`src/source/usb_rx_consts.svh`:
```
// USB full-speed receive constants
// Bit timing, SYNC pattern, stuffing limit and output queue sizing
`ifndef USB_RX_CONSTS_SVH
`define USB_RX_CONSTS_SVH

// Clocks per bus bit; the phase counter is 4 bits wide
`define USB_RX_CLKS_PER_BIT 8

// Counter value at which a bit is sampled
`define USB_RX_SAMPLE_PHASE 3

// SYNC as decoded, lsb first (KJKJKJKK)
`define USB_RX_SYNC_BYTE 8'h80

// Ones in a row before a zero is stuffed
`define USB_RX_STUFF_LIMIT 6

// Output queue depth and credits granted after reset
`define USB_RX_QUEUE_DEPTH 4
`define USB_RX_CREDITS 4

`endif
```
`src/source/usb_rx_pkg.sv`:
```
// USB receive entry stream types
// Entry kinds and payload handed from the assembler to the consumer
`default_nettype none

package usb_rx_pkg;

	// Kind of one entry in the receive stream
	typedef enum logic [1:0]
	{
		// Payload byte, includes PID and CRC bytes
		RX_DATA  = 2'd0,
		// Packet ended on SE0
		RX_EOP   = 2'd1,
		// Stuffing violation inside a packet
		RX_ERROR = 2'd2
	} rx_kind_e;

	// One received byte
	typedef logic [7:0] rx_byte_t;

endpackage

`default_nettype wire

```
`src/source/usb_line_pkg.sv`:
```
// USB bus line types
// Classification of the dp/dm pair as seen by the receiver
`default_nettype none

package usb_line_pkg;

	// Line state after synchronization
	// J is dp high, K is dm high for full speed
	typedef enum logic [1:0]
	{
		LINE_J   = 2'd0,
		LINE_K   = 2'd1,
		// Both low, end of packet or reset
		LINE_SE0 = 2'd2,
		// Both high, illegal on the bus
		LINE_SE1 = 2'd3
	} line_state_e;

endpackage

`default_nettype wire

```
`src/source/usb_rx_top.sv`:
```
// USB full-speed receive front end
// Line sync, bit timing, NRZI decode, byte assembly and credit output
`timescale 1ns/1ps
`default_nettype none

module usb_rx_top (
	input  wire                  tb_clk,
	input  wire                  rst_n,
	input  wire                  usb_dp,
	input  wire                  usb_dm,
	input  wire                  credit_return,
	output logic                 rx_valid,
	output usb_rx_pkg::rx_kind_e rx_kind,
	output usb_rx_pkg::rx_byte_t rx_data,
	output logic                 rx_overflow
);

	usb_line_pkg::line_state_e line_state;
	logic                      line_edge;
	logic                      shift_enable;
	logic                      bit_valid;
	logic                      bit_data;
	logic                      stuff_error;
	logic                      eop;
	logic                      push;
	usb_rx_pkg::rx_kind_e      push_kind;
	usb_rx_pkg::rx_byte_t      push_data;

	usb_line_sync i_line_sync (
		.tb_clk     (tb_clk),
		.rst_n      (rst_n),
		.usb_dp     (usb_dp),
		.usb_dm     (usb_dm),
		.line_state (line_state),
		.line_edge  (line_edge)
	);

	usb_bit_timer i_bit_timer (
		.tb_clk       (tb_clk),
		.rst_n        (rst_n),
		.line_edge    (line_edge),
		.shift_enable (shift_enable)
	);

	usb_nrzi_decoder i_nrzi_decoder (
		.tb_clk       (tb_clk),
		.rst_n        (rst_n),
		.line_state   (line_state),
		.shift_enable (shift_enable),
		.bit_valid    (bit_valid),
		.bit_data     (bit_data),
		.stuff_error  (stuff_error),
		.eop          (eop)
	);

	usb_byte_assembler i_byte_assembler (
		.tb_clk      (tb_clk),
		.rst_n       (rst_n),
		.bit_valid   (bit_valid),
		.bit_data    (bit_data),
		.stuff_error (stuff_error),
		.eop         (eop),
		.push        (push),
		.push_kind   (push_kind),
		.push_data   (push_data)
	);

	usb_rx_credit_out i_credit_out (
		.tb_clk        (tb_clk),
		.rst_n         (rst_n),
		.push          (push),
		.push_kind     (push_kind),
		.push_data     (push_data),
		.credit_return (credit_return),
		.rx_valid      (rx_valid),
		.rx_kind       (rx_kind),
		.rx_data       (rx_data),
		.rx_overflow   (rx_overflow)
	);

endmodule

`default_nettype wire

```
`src/source/usb_rx_credit_out.sv`:
```
// USB receive output stage
// Small FIFO of entries toward the consumer, released one per cycle
// against a credit counter; a push into a full FIFO sets a sticky overflow
`timescale 1ns/1ps
`default_nettype none
`include "usb_rx_consts.svh"

module usb_rx_credit_out (
	input  wire                       tb_clk,
	input  wire                       rst_n,
	input  wire                       push,
	input  wire usb_rx_pkg::rx_kind_e push_kind,
	input  wire usb_rx_pkg::rx_byte_t push_data,
	input  wire                       credit_return,
	output logic                      rx_valid,
	output usb_rx_pkg::rx_kind_e      rx_kind,
	output usb_rx_pkg::rx_byte_t      rx_data,
	output logic                      rx_overflow
);

	localparam int DEPTH = `USB_RX_QUEUE_DEPTH;
	localparam int PTR_W = $clog2(DEPTH);
	localparam int CNT_W = $clog2(DEPTH + 1);
	localparam int CRD_W = $clog2(`USB_RX_CREDITS + 1);
	localparam logic [CRD_W-1:0] MAX_CREDITS = CRD_W'(`USB_RX_CREDITS);

	usb_rx_pkg::rx_kind_e kind_mem [DEPTH];
	usb_rx_pkg::rx_byte_t data_mem [DEPTH];
	logic [PTR_W-1:0]     wr_ptr;
	logic [PTR_W-1:0]     rd_ptr;
	logic [CNT_W-1:0]     count;
	logic [CRD_W-1:0]     credits;
	logic                 empty;
	logic                 full;
	logic                 pop;
	logic                 bypass;
	logic                 do_write;
	logic                 do_read;
	logic                 do_return;

	assign empty     = (count == '0);
	assign full      = (count == CNT_W'(DEPTH));
	// Head is the stored entry, or the incoming one when empty
	assign pop       = (!empty || push) && (credits != '0);
	assign bypass    = empty && push && pop;
	assign do_write  = push && !full && !bypass;
	assign do_read   = pop && !empty;
	// Extra returns beyond the grant are ignored
	assign do_return = credit_return && (credits != MAX_CREDITS || pop);

	always_ff @(posedge tb_clk)
	begin
		if (do_write)
		begin
			kind_mem[wr_ptr] <= push_kind;
			data_mem[wr_ptr] <= push_data;
		end
		if (pop)
		begin
			rx_kind <= empty ? push_kind : kind_mem[rd_ptr];
			rx_data <= empty ? push_data : data_mem[rd_ptr];
		end
	end

	always_ff @(posedge tb_clk or negedge rst_n)
	begin
		if (!rst_n)
		begin
			wr_ptr      <= '0;
			rd_ptr      <= '0;
			count       <= '0;
			credits     <= MAX_CREDITS;
			rx_valid    <= 1'b0;
			rx_overflow <= 1'b0;
		end
		else
		begin
			rx_valid <= pop;
			if (do_write)
				wr_ptr <= wr_ptr + 1'b1;
			if (do_read)
				rd_ptr <= rd_ptr + 1'b1;
			count   <= count + CNT_W'(do_write) - CNT_W'(do_read);
			credits <= credits - CRD_W'(pop) + CRD_W'(do_return);
			// Sticky until reset
			if (push && full)
				rx_overflow <= 1'b1;
		end
	end

endmodule

`default_nettype wire

```
`src/source/usb_byte_assembler.sv`:
```
// USB byte assembler
// Hunts for SYNC in the decoded bit stream, then packs bits lsb first
// into bytes and pushes data, end-of-packet and error entries
`timescale 1ns/1ps
`default_nettype none
`include "usb_rx_consts.svh"

module usb_byte_assembler (
	input  wire                  tb_clk,
	input  wire                  rst_n,
	input  wire                  bit_valid,
	input  wire                  bit_data,
	input  wire                  stuff_error,
	input  wire                  eop,
	output logic                 push,
	output usb_rx_pkg::rx_kind_e push_kind,
	output usb_rx_pkg::rx_byte_t push_data
);

	logic                 in_packet;
	logic [2:0]           bit_cnt;
	usb_rx_pkg::rx_byte_t shift_reg;
	usb_rx_pkg::rx_byte_t next_shift;

	// New bit enters at the top, first bit ends in bit 0
	assign next_shift = {bit_data, shift_reg[7:1]};

	always_ff @(posedge tb_clk or negedge rst_n)
	begin
		if (!rst_n)
		begin
			in_packet <= 1'b0;
			bit_cnt   <= 3'd0;
			// All ones can never look like SYNC
			shift_reg <= 8'hff;
			push      <= 1'b0;
			push_kind <= usb_rx_pkg::RX_DATA;
			push_data <= 8'h00;
		end
		else
		begin
			push <= 1'b0;
			if (bit_valid)
			begin
				shift_reg <= next_shift;
				if (!in_packet)
				begin
					// Hunting
					if (next_shift == `USB_RX_SYNC_BYTE)
					begin
						in_packet <= 1'b1;
						bit_cnt   <= 3'd0;
					end
				end
				else
				begin
					bit_cnt <= bit_cnt + 3'd1;
					if (bit_cnt == 3'd7)
					begin
						push      <= 1'b1;
						push_kind <= usb_rx_pkg::RX_DATA;
						push_data <= next_shift;
					end
				end
			end
			else if ((eop || stuff_error) && in_packet)
			begin
				// Partial bits are dropped, back to hunting
				push      <= 1'b1;
				push_kind <= eop ? usb_rx_pkg::RX_EOP : usb_rx_pkg::RX_ERROR;
				push_data <= 8'h00;
				in_packet <= 1'b0;
				shift_reg <= 8'hff;
			end
		end
	end

endmodule

`default_nettype wire

```
`src/source/usb_nrzi_decoder.sv`:
```
// USB NRZI decoder
// Turns sampled J/K levels into bits, removes stuffed zeros,
// reports stuffing violations and the first SE0 as end of packet
`timescale 1ns/1ps
`default_nettype none
`include "usb_rx_consts.svh"

module usb_nrzi_decoder (
	input  wire                        tb_clk,
	input  wire                        rst_n,
	input  wire usb_line_pkg::line_state_e line_state,
	input  wire                        shift_enable,
	output logic                       bit_valid,
	output logic                       bit_data,
	output logic                       stuff_error,
	output logic                       eop
);

	localparam logic [2:0] STUFF_LIMIT = 3'(`USB_RX_STUFF_LIMIT);
	// Run counter parked here while idle, no stuffing checks
	localparam logic [2:0] RUN_IDLE    = STUFF_LIMIT + 3'd1;

	usb_line_pkg::line_state_e prev_level;
	logic [2:0]                ones_run;
	logic                      in_se0;
	logic                      decoded;

	// No transition means a one
	assign decoded = (line_state == prev_level);

	always_ff @(posedge tb_clk or negedge rst_n)
	begin
		if (!rst_n)
		begin
			prev_level  <= usb_line_pkg::LINE_J;
			ones_run    <= RUN_IDLE;
			in_se0      <= 1'b0;
			bit_valid   <= 1'b0;
			bit_data    <= 1'b0;
			stuff_error <= 1'b0;
			eop         <= 1'b0;
		end
		else
		begin
			bit_valid   <= 1'b0;
			stuff_error <= 1'b0;
			eop         <= 1'b0;
			if (shift_enable)
			begin
				if (line_state == usb_line_pkg::LINE_SE0)
				begin
					// Only the first SE0 sample ends the packet
					if (!in_se0)
						eop <= 1'b1;
					in_se0     <= 1'b1;
					prev_level <= usb_line_pkg::LINE_J;
					ones_run   <= RUN_IDLE;
				end
				else if (line_state != usb_line_pkg::LINE_SE1)
				begin
					if (line_state == usb_line_pkg::LINE_J)
						in_se0 <= 1'b0;
					prev_level <= line_state;
					if (ones_run == STUFF_LIMIT)
					begin
						// Zero here is the stuffed bit, drop it
						if (decoded)
						begin
							stuff_error <= 1'b1;
							ones_run    <= RUN_IDLE;
						end
						else
							ones_run <= 3'd0;
					end
					else
					begin
						bit_valid <= 1'b1;
						bit_data  <= decoded;
						if (!decoded)
							ones_run <= 3'd0;
						else if (ones_run != RUN_IDLE)
							ones_run <= ones_run + 3'd1;
					end
				end
			end
		end
	end

endmodule

`default_nettype wire

```
`src/source/usb_bit_timer.sv`:
```
// USB bit timer
// Free-running bit-phase counter that re-centers on line edges
// and strobes once per bit at the sampling phase
`timescale 1ns/1ps
`default_nettype none
`include "usb_rx_consts.svh"

module usb_bit_timer (
	input  wire   tb_clk,
	input  wire   rst_n,
	input  wire   line_edge,
	output logic  shift_enable
);

	localparam logic [3:0] LAST_PHASE   = 4'(`USB_RX_CLKS_PER_BIT - 1);
	localparam logic [3:0] SAMPLE_PHASE = 4'(`USB_RX_SAMPLE_PHASE);

	logic [3:0] phase;

	always_ff @(posedge tb_clk or negedge rst_n)
	begin
		if (!rst_n)
			phase <= 4'd0;
		else if (line_edge)
			// Edge marks the start of a bit
			phase <= 4'd0;
		else if (phase == LAST_PHASE)
			phase <= 4'd0;
		else
			phase <= phase + 4'd1;
	end

	// Sample a few clocks into the bit and away from the transition
	// No strobe in an edge cycle as the new bit is sampled once after re-phasing
	assign shift_enable = (phase == SAMPLE_PHASE) && !line_edge;

endmodule

`default_nettype wire

```
`src/source/usb_line_sync.sv`:
```
// USB line synchronizer
// Double-registers dp and dm, classifies the pair into a line state
// and flags every change of state as an edge
`timescale 1ns/1ps
`default_nettype none

module usb_line_sync (
	input  wire                         tb_clk,
	input  wire                         rst_n,
	input  wire                         usb_dp,
	input  wire                         usb_dm,
	output usb_line_pkg::line_state_e   line_state,
	output logic                        line_edge
);

	logic                       dp_meta;
	logic                       dp_sync;
	logic                       dm_meta;
	logic                       dm_sync;
	usb_line_pkg::line_state_e  prev_state;

	// Two-flop synchronizers, idle bus is J
	always_ff @(posedge tb_clk or negedge rst_n)
	begin
		if (!rst_n)
		begin
			dp_meta    <= 1'b1;
			dp_sync    <= 1'b1;
			dm_meta    <= 1'b0;
			dm_sync    <= 1'b0;
			prev_state <= usb_line_pkg::LINE_J;
		end
		else
		begin
			dp_meta    <= usb_dp;
			dp_sync    <= dp_meta;
			dm_meta    <= usb_dm;
			dm_sync    <= dm_meta;
			// Last state, for edge detection
			prev_state <= line_state;
		end
	end

	// Map the synchronized pair onto a line state
	always_comb
	begin
		case ({dp_sync, dm_sync})
			2'b10:   line_state = usb_line_pkg::LINE_J;
			2'b01:   line_state = usb_line_pkg::LINE_K;
			2'b00:   line_state = usb_line_pkg::LINE_SE0;
			default: line_state = usb_line_pkg::LINE_SE1;
		endcase
	end

	// Edge in the cycle the state changes
	assign line_edge = (line_state != prev_state);

endmodule

`default_nettype wire

```
`config.mk`:
```
export PLATFORM = sky130hd
export DESIGN_NAME = usb_rx_top
export DESIGN_NICKNAME = d
export VERILOG_FILES = /design/src/source/usb_rx_pkg.sv /design/src/source/usb_line_pkg.sv /design/src/source/usb_rx_top.sv /design/src/source/usb_rx_credit_out.sv /design/src/source/usb_byte_assembler.sv /design/src/source/usb_nrzi_decoder.sv /design/src/source/usb_bit_timer.sv /design/src/source/usb_line_sync.sv
export VERILOG_INCLUDE_DIRS = /design/src /design/src/source
export SDC_FILE = /design/constraint.sdc
export NUM_CORES = 1
export LEC_CHECK = 0
export BUFFER_PORTS_ARGS = -buffer_cell sky130_fd_sc_hd__clkbuf_2
export CAP_MARGIN = 20
export CORE_AREA = 2 2 89 91
export DETAILED_ROUTE_END_ITERATION = 8
export DIE_AREA = 0 0 91 93
export GPL_ROUTABILITY_DRIVEN = 0
export PLACE_DENSITY = 0.84
export SYNTH_ARGS = -nofsm -noshare
export SYNTH_HDL_FRONTEND = slang
export SYNTH_HIERARCHICAL = 1
export SYNTH_SLANG_ARGS = --single-unit
```
`constraint.sdc`:
```
create_clock -name tb_clk -period 3.1 [get_ports tb_clk]
set_clock_uncertainty 0.2 [all_clocks]
set_input_delay 0.62 -clock tb_clk [delete_from_list [all_inputs] [get_ports tb_clk]]
set_output_delay 0.62 -clock tb_clk [all_outputs]
set_load 0.02 [all_outputs]
```
==> impl_metrics.json <==
{
  "port_buffers": 16,
  "clk_path_buf_depth": 2,
  "max_freq_ghz": 0.366,
  "antenna_cells": 0,
  "path_cells": "inv_1 > ha_1 > xnor2_1 > o21ai_1 > nor4b_1 > buf_4 > a21boi_0 > o21ai_2 > a22o_1",
  "globalRouteMet1Util_pct": 21.3,
  "die_height_um": 93,
  "critPathMaxStageDelay_ns": 0.54,
  "muxShareOfSynthArea_pct": 7.88,
  "area_growth_pct": 9.74,
  "p_int_mw": 2.24,
  "ys_seq_area_share_pct": 65.9,
  "cpLargestDelayFamily": "compound AO/OA/AOI/OAI gates",
  "synth_top_family_by_area": "simple AND/OR/NAND/NOR gates",
  "hp-class": "in2async",
  "avgViaCountPerCell": 5.37,
  "grt_max_degree": 55,
  "drt_iter0_markers": 116,
  "synthDistinctLibCells": 48,
  "grt.overflow.total": 0,
  "use_met2_pct": 30.1,
  "grt_pass1_vias": 2335,
  "synth_top_area_share_pct": 34.5,
  "placedCellCount": 414,
  "clk_latency_ns": 0.36,
  "drtPass1Iterations": 4,
  "maxCapViolations": 0,
  "tns_ns": 0,
  "synth-xor-area-share_pct": 2.21,
  "h-tree-depth": 3,
  "crit_fanout": 8,
  "cts_sinks": 104,
  "peakVddDrop_v": 0.000286,
  "synthAdderAreaFrac_pct": 5.52,
  "pwr-share-clk_pct": 26.6,
  "synthCells": 298,
  "numCtsBuffers": 9,
  "yosys_warnings": 6,
  "antenna_found_initial": 0,
  "n_fill_cell": 550,
  "fin_cells": 430,
  "fp.dieW_um": 91,
  "synth_area_um2": 4350,
  "dieArea_um2": 8460,
  "required_ns": 3.19,
  "swShare_pct": 27.8,
  "period_needed_ns": 2.73,
  "drc": 0,
  "seq_area_um2": 2870,
  "status": "completed",
  "finalPower_mw": 3.11,
  "ctsResizeCount": 0,
  "start_util_pct": 57.8,
  "core_area_um2": 7530,
  "synthFlopType": "edfxtp_1",
  "multi_input_area_um2": 1380,
  "synth_compound_area_share_pct": 6.38,
  "ios": 17,
  "synthArstFlopShare_pct": 51.9,
  "grt_first_pass_wirelength_mm": 11.2,
  "synth_area_leader_cell": "edfxtp_1",
  "worst_slew_pin_slew_ns": 0.805,
  "seqPwrFrac_pct": 52.7,
  "final_common_cell": "edfxtp_1",
  "clkTransAtPathRegs_ns": 0.09,
  "crit_buf_inv": 2,
  "largest_reg_flops": 32,
  "p_switching_uw": 862,
  "crit_arrival_ns": 2.82,
  "grt-busiest-layer": "met2",
  "synthSimpleGateAreaFrac_pct": 9.77,
  "largest_register": "i_credit_out/data_mem",
  "rows": 32,
  "yosys-top-cells-area": "edfxtp_1 (34%), dfrtp_1 (24%), dfstp_2 (7.8%), mux4_2 (5.2%), ha_1 (4.6%)",
  "rsz0062_at_grt": "false",
  "synth_fp_nets": 321,
  "cp-end-kind": "flop",
  "synth_enable_flop_cells": 50,
  "cp_slowest_cell": "dfstp_2",
  "dp_hpwl_mm": 4.52,
  "max-slew-margin-rel_pct": 46.2,
  "hold_buffers": 0,
  "report.final.setup_viol": 0,
  "ys_ff_latch": 104,
  "finalMaxSlewViolations": 0,
  "p_leak_nw": 2.01,
  "fin_nets": 346,
  "avgSynthCellArea_um2": 14.6,
  "ctsRootBufferMaster": "clkbuf_8",
  "powerDensity_nw_per_um2": 650,
  "period_share_pct": 88.1,
  "cts_tree": "done",
  "cts_setup_buffers": 0,
  "start_kind": "flop",
  "drt-total-wl_mm": 6.37,
  "grt_use_met3_pct": 2.98,
  "crit_type": "reg2reg",
  "p_comb_share_pct": 20.7,
  "ant_nets": 0,
  "drive_above_1_share_pct": 21.0,
  "num_vias": 2309,
  "wire_per_inst_um": 14.8,
  "hold_viol": 0,
  "final_cell_mix": "edfxtp_1 (50), nand2_1 (47), dfrtp_1 (41)",
  "track_usage_pct": 17.3
}
[path summary, 6_finish.rpt]
path | from | endpoint | slack, ns | cells past startpoint
min reg2reg | i_line_sync/dm_meta$_DFF_PN0_ | i_line_sync/dm_sync$_DFF_PN0_ | 0.16 | 0
min in group tb_clk | usb_dp | i_line_sync/dp_meta$_DFF_PN1_ | 0.13 | 1
max reg2reg | i_line_sync/dp_sync$_DFF_PN1_ | i_nrzi_decoder/ones_run[1]$_DFFE_PN1P_ | 0.37 | 9
min | rst_n | i_byte_assembler/push_data[2]$_DFFE_PN0P_ | 0.04 | 2
max in group asynchronous | rst_n | i_credit_out/credits[2]$_DFF_PN1_ | 2.37 | 2
max | i_line_sync/dp_sync$_DFF_PN1_ | i_nrzi_decoder/ones_run[1]$_DFFE_PN1P_ | 0.37 | 9
[kinds of logic (layout without fill, tap and decap cells)]
kind of cell    after synthesis  in the layout
simple gates                 86             86
fa+ha+maj                    18             18
buf+inv                      24             54
mux                          21             21
compound gates               34             34
xor+xnor                     11             11
flops                       104            104
[metal layers]
layer	vias to the layer above	wire length, um
li1	1117	-
met1	1150	2840
met2	33	3250
met3	9	193
met4	0	93
met5	-	0
[per-stage QoR]
step	worst slack (ns)	hold slack (ns)	instance area, um^2	utilization (%)
2_1_floorplan	0.364	0.124	4350	-
3_3_place_gp	0.419	0.139	4570	60.8
3_5_place_dp	0.362	0.141	4570	60.8
4_1_cts	0.326	0.0446	4780	63.5
5_1_grt	0.0878	0.0508	4780	63.5
6_report	0.370	0.0401	4780	63.5
[synth_stat cells (all sizes together) (4+ instances only)]
cell type,count
a22o,12
and2,4
buf,5
dfrtp,41
dfstp,13
edfxtp,50
ha,16
inv,17
mux2i,8
mux4,10
nand2,47
nand3,4
nor2,6
nor2b,4
nor3,5
o21ai,9
xnor2,9
[power groups by stage]
| stage | Combinational, mW | Clock [mW] | Sequential (mW) |
|---|---|---|---|
| after detailed placement | 0.660 | 0 | 1.67 |
| after floorplan | 0.497 | 0 | 1.64 |
| after CTS | 0.657 | 0.840 | 1.64 |
| final | 0.643 | 0.826 | 1.64 |
| after global placement | 0.617 | 0 | 1.66 |
| after global routing | 0.726 | 0.893 | 1.65 |
[layout make-up]
type / count / share of cell area (%)
Tap cell: 102 / 2.67
Clock buffer: 13 / 3.80
Sequential cell: 104 / 60.1
Inverter: 17 / 1.34
Clock inverter: 3 / 0.471
Timing Repair Buffer: 21 / 2.72
Multi-Input combinational cell: 170 / 28.9
(Power assumes the default switching activity.)
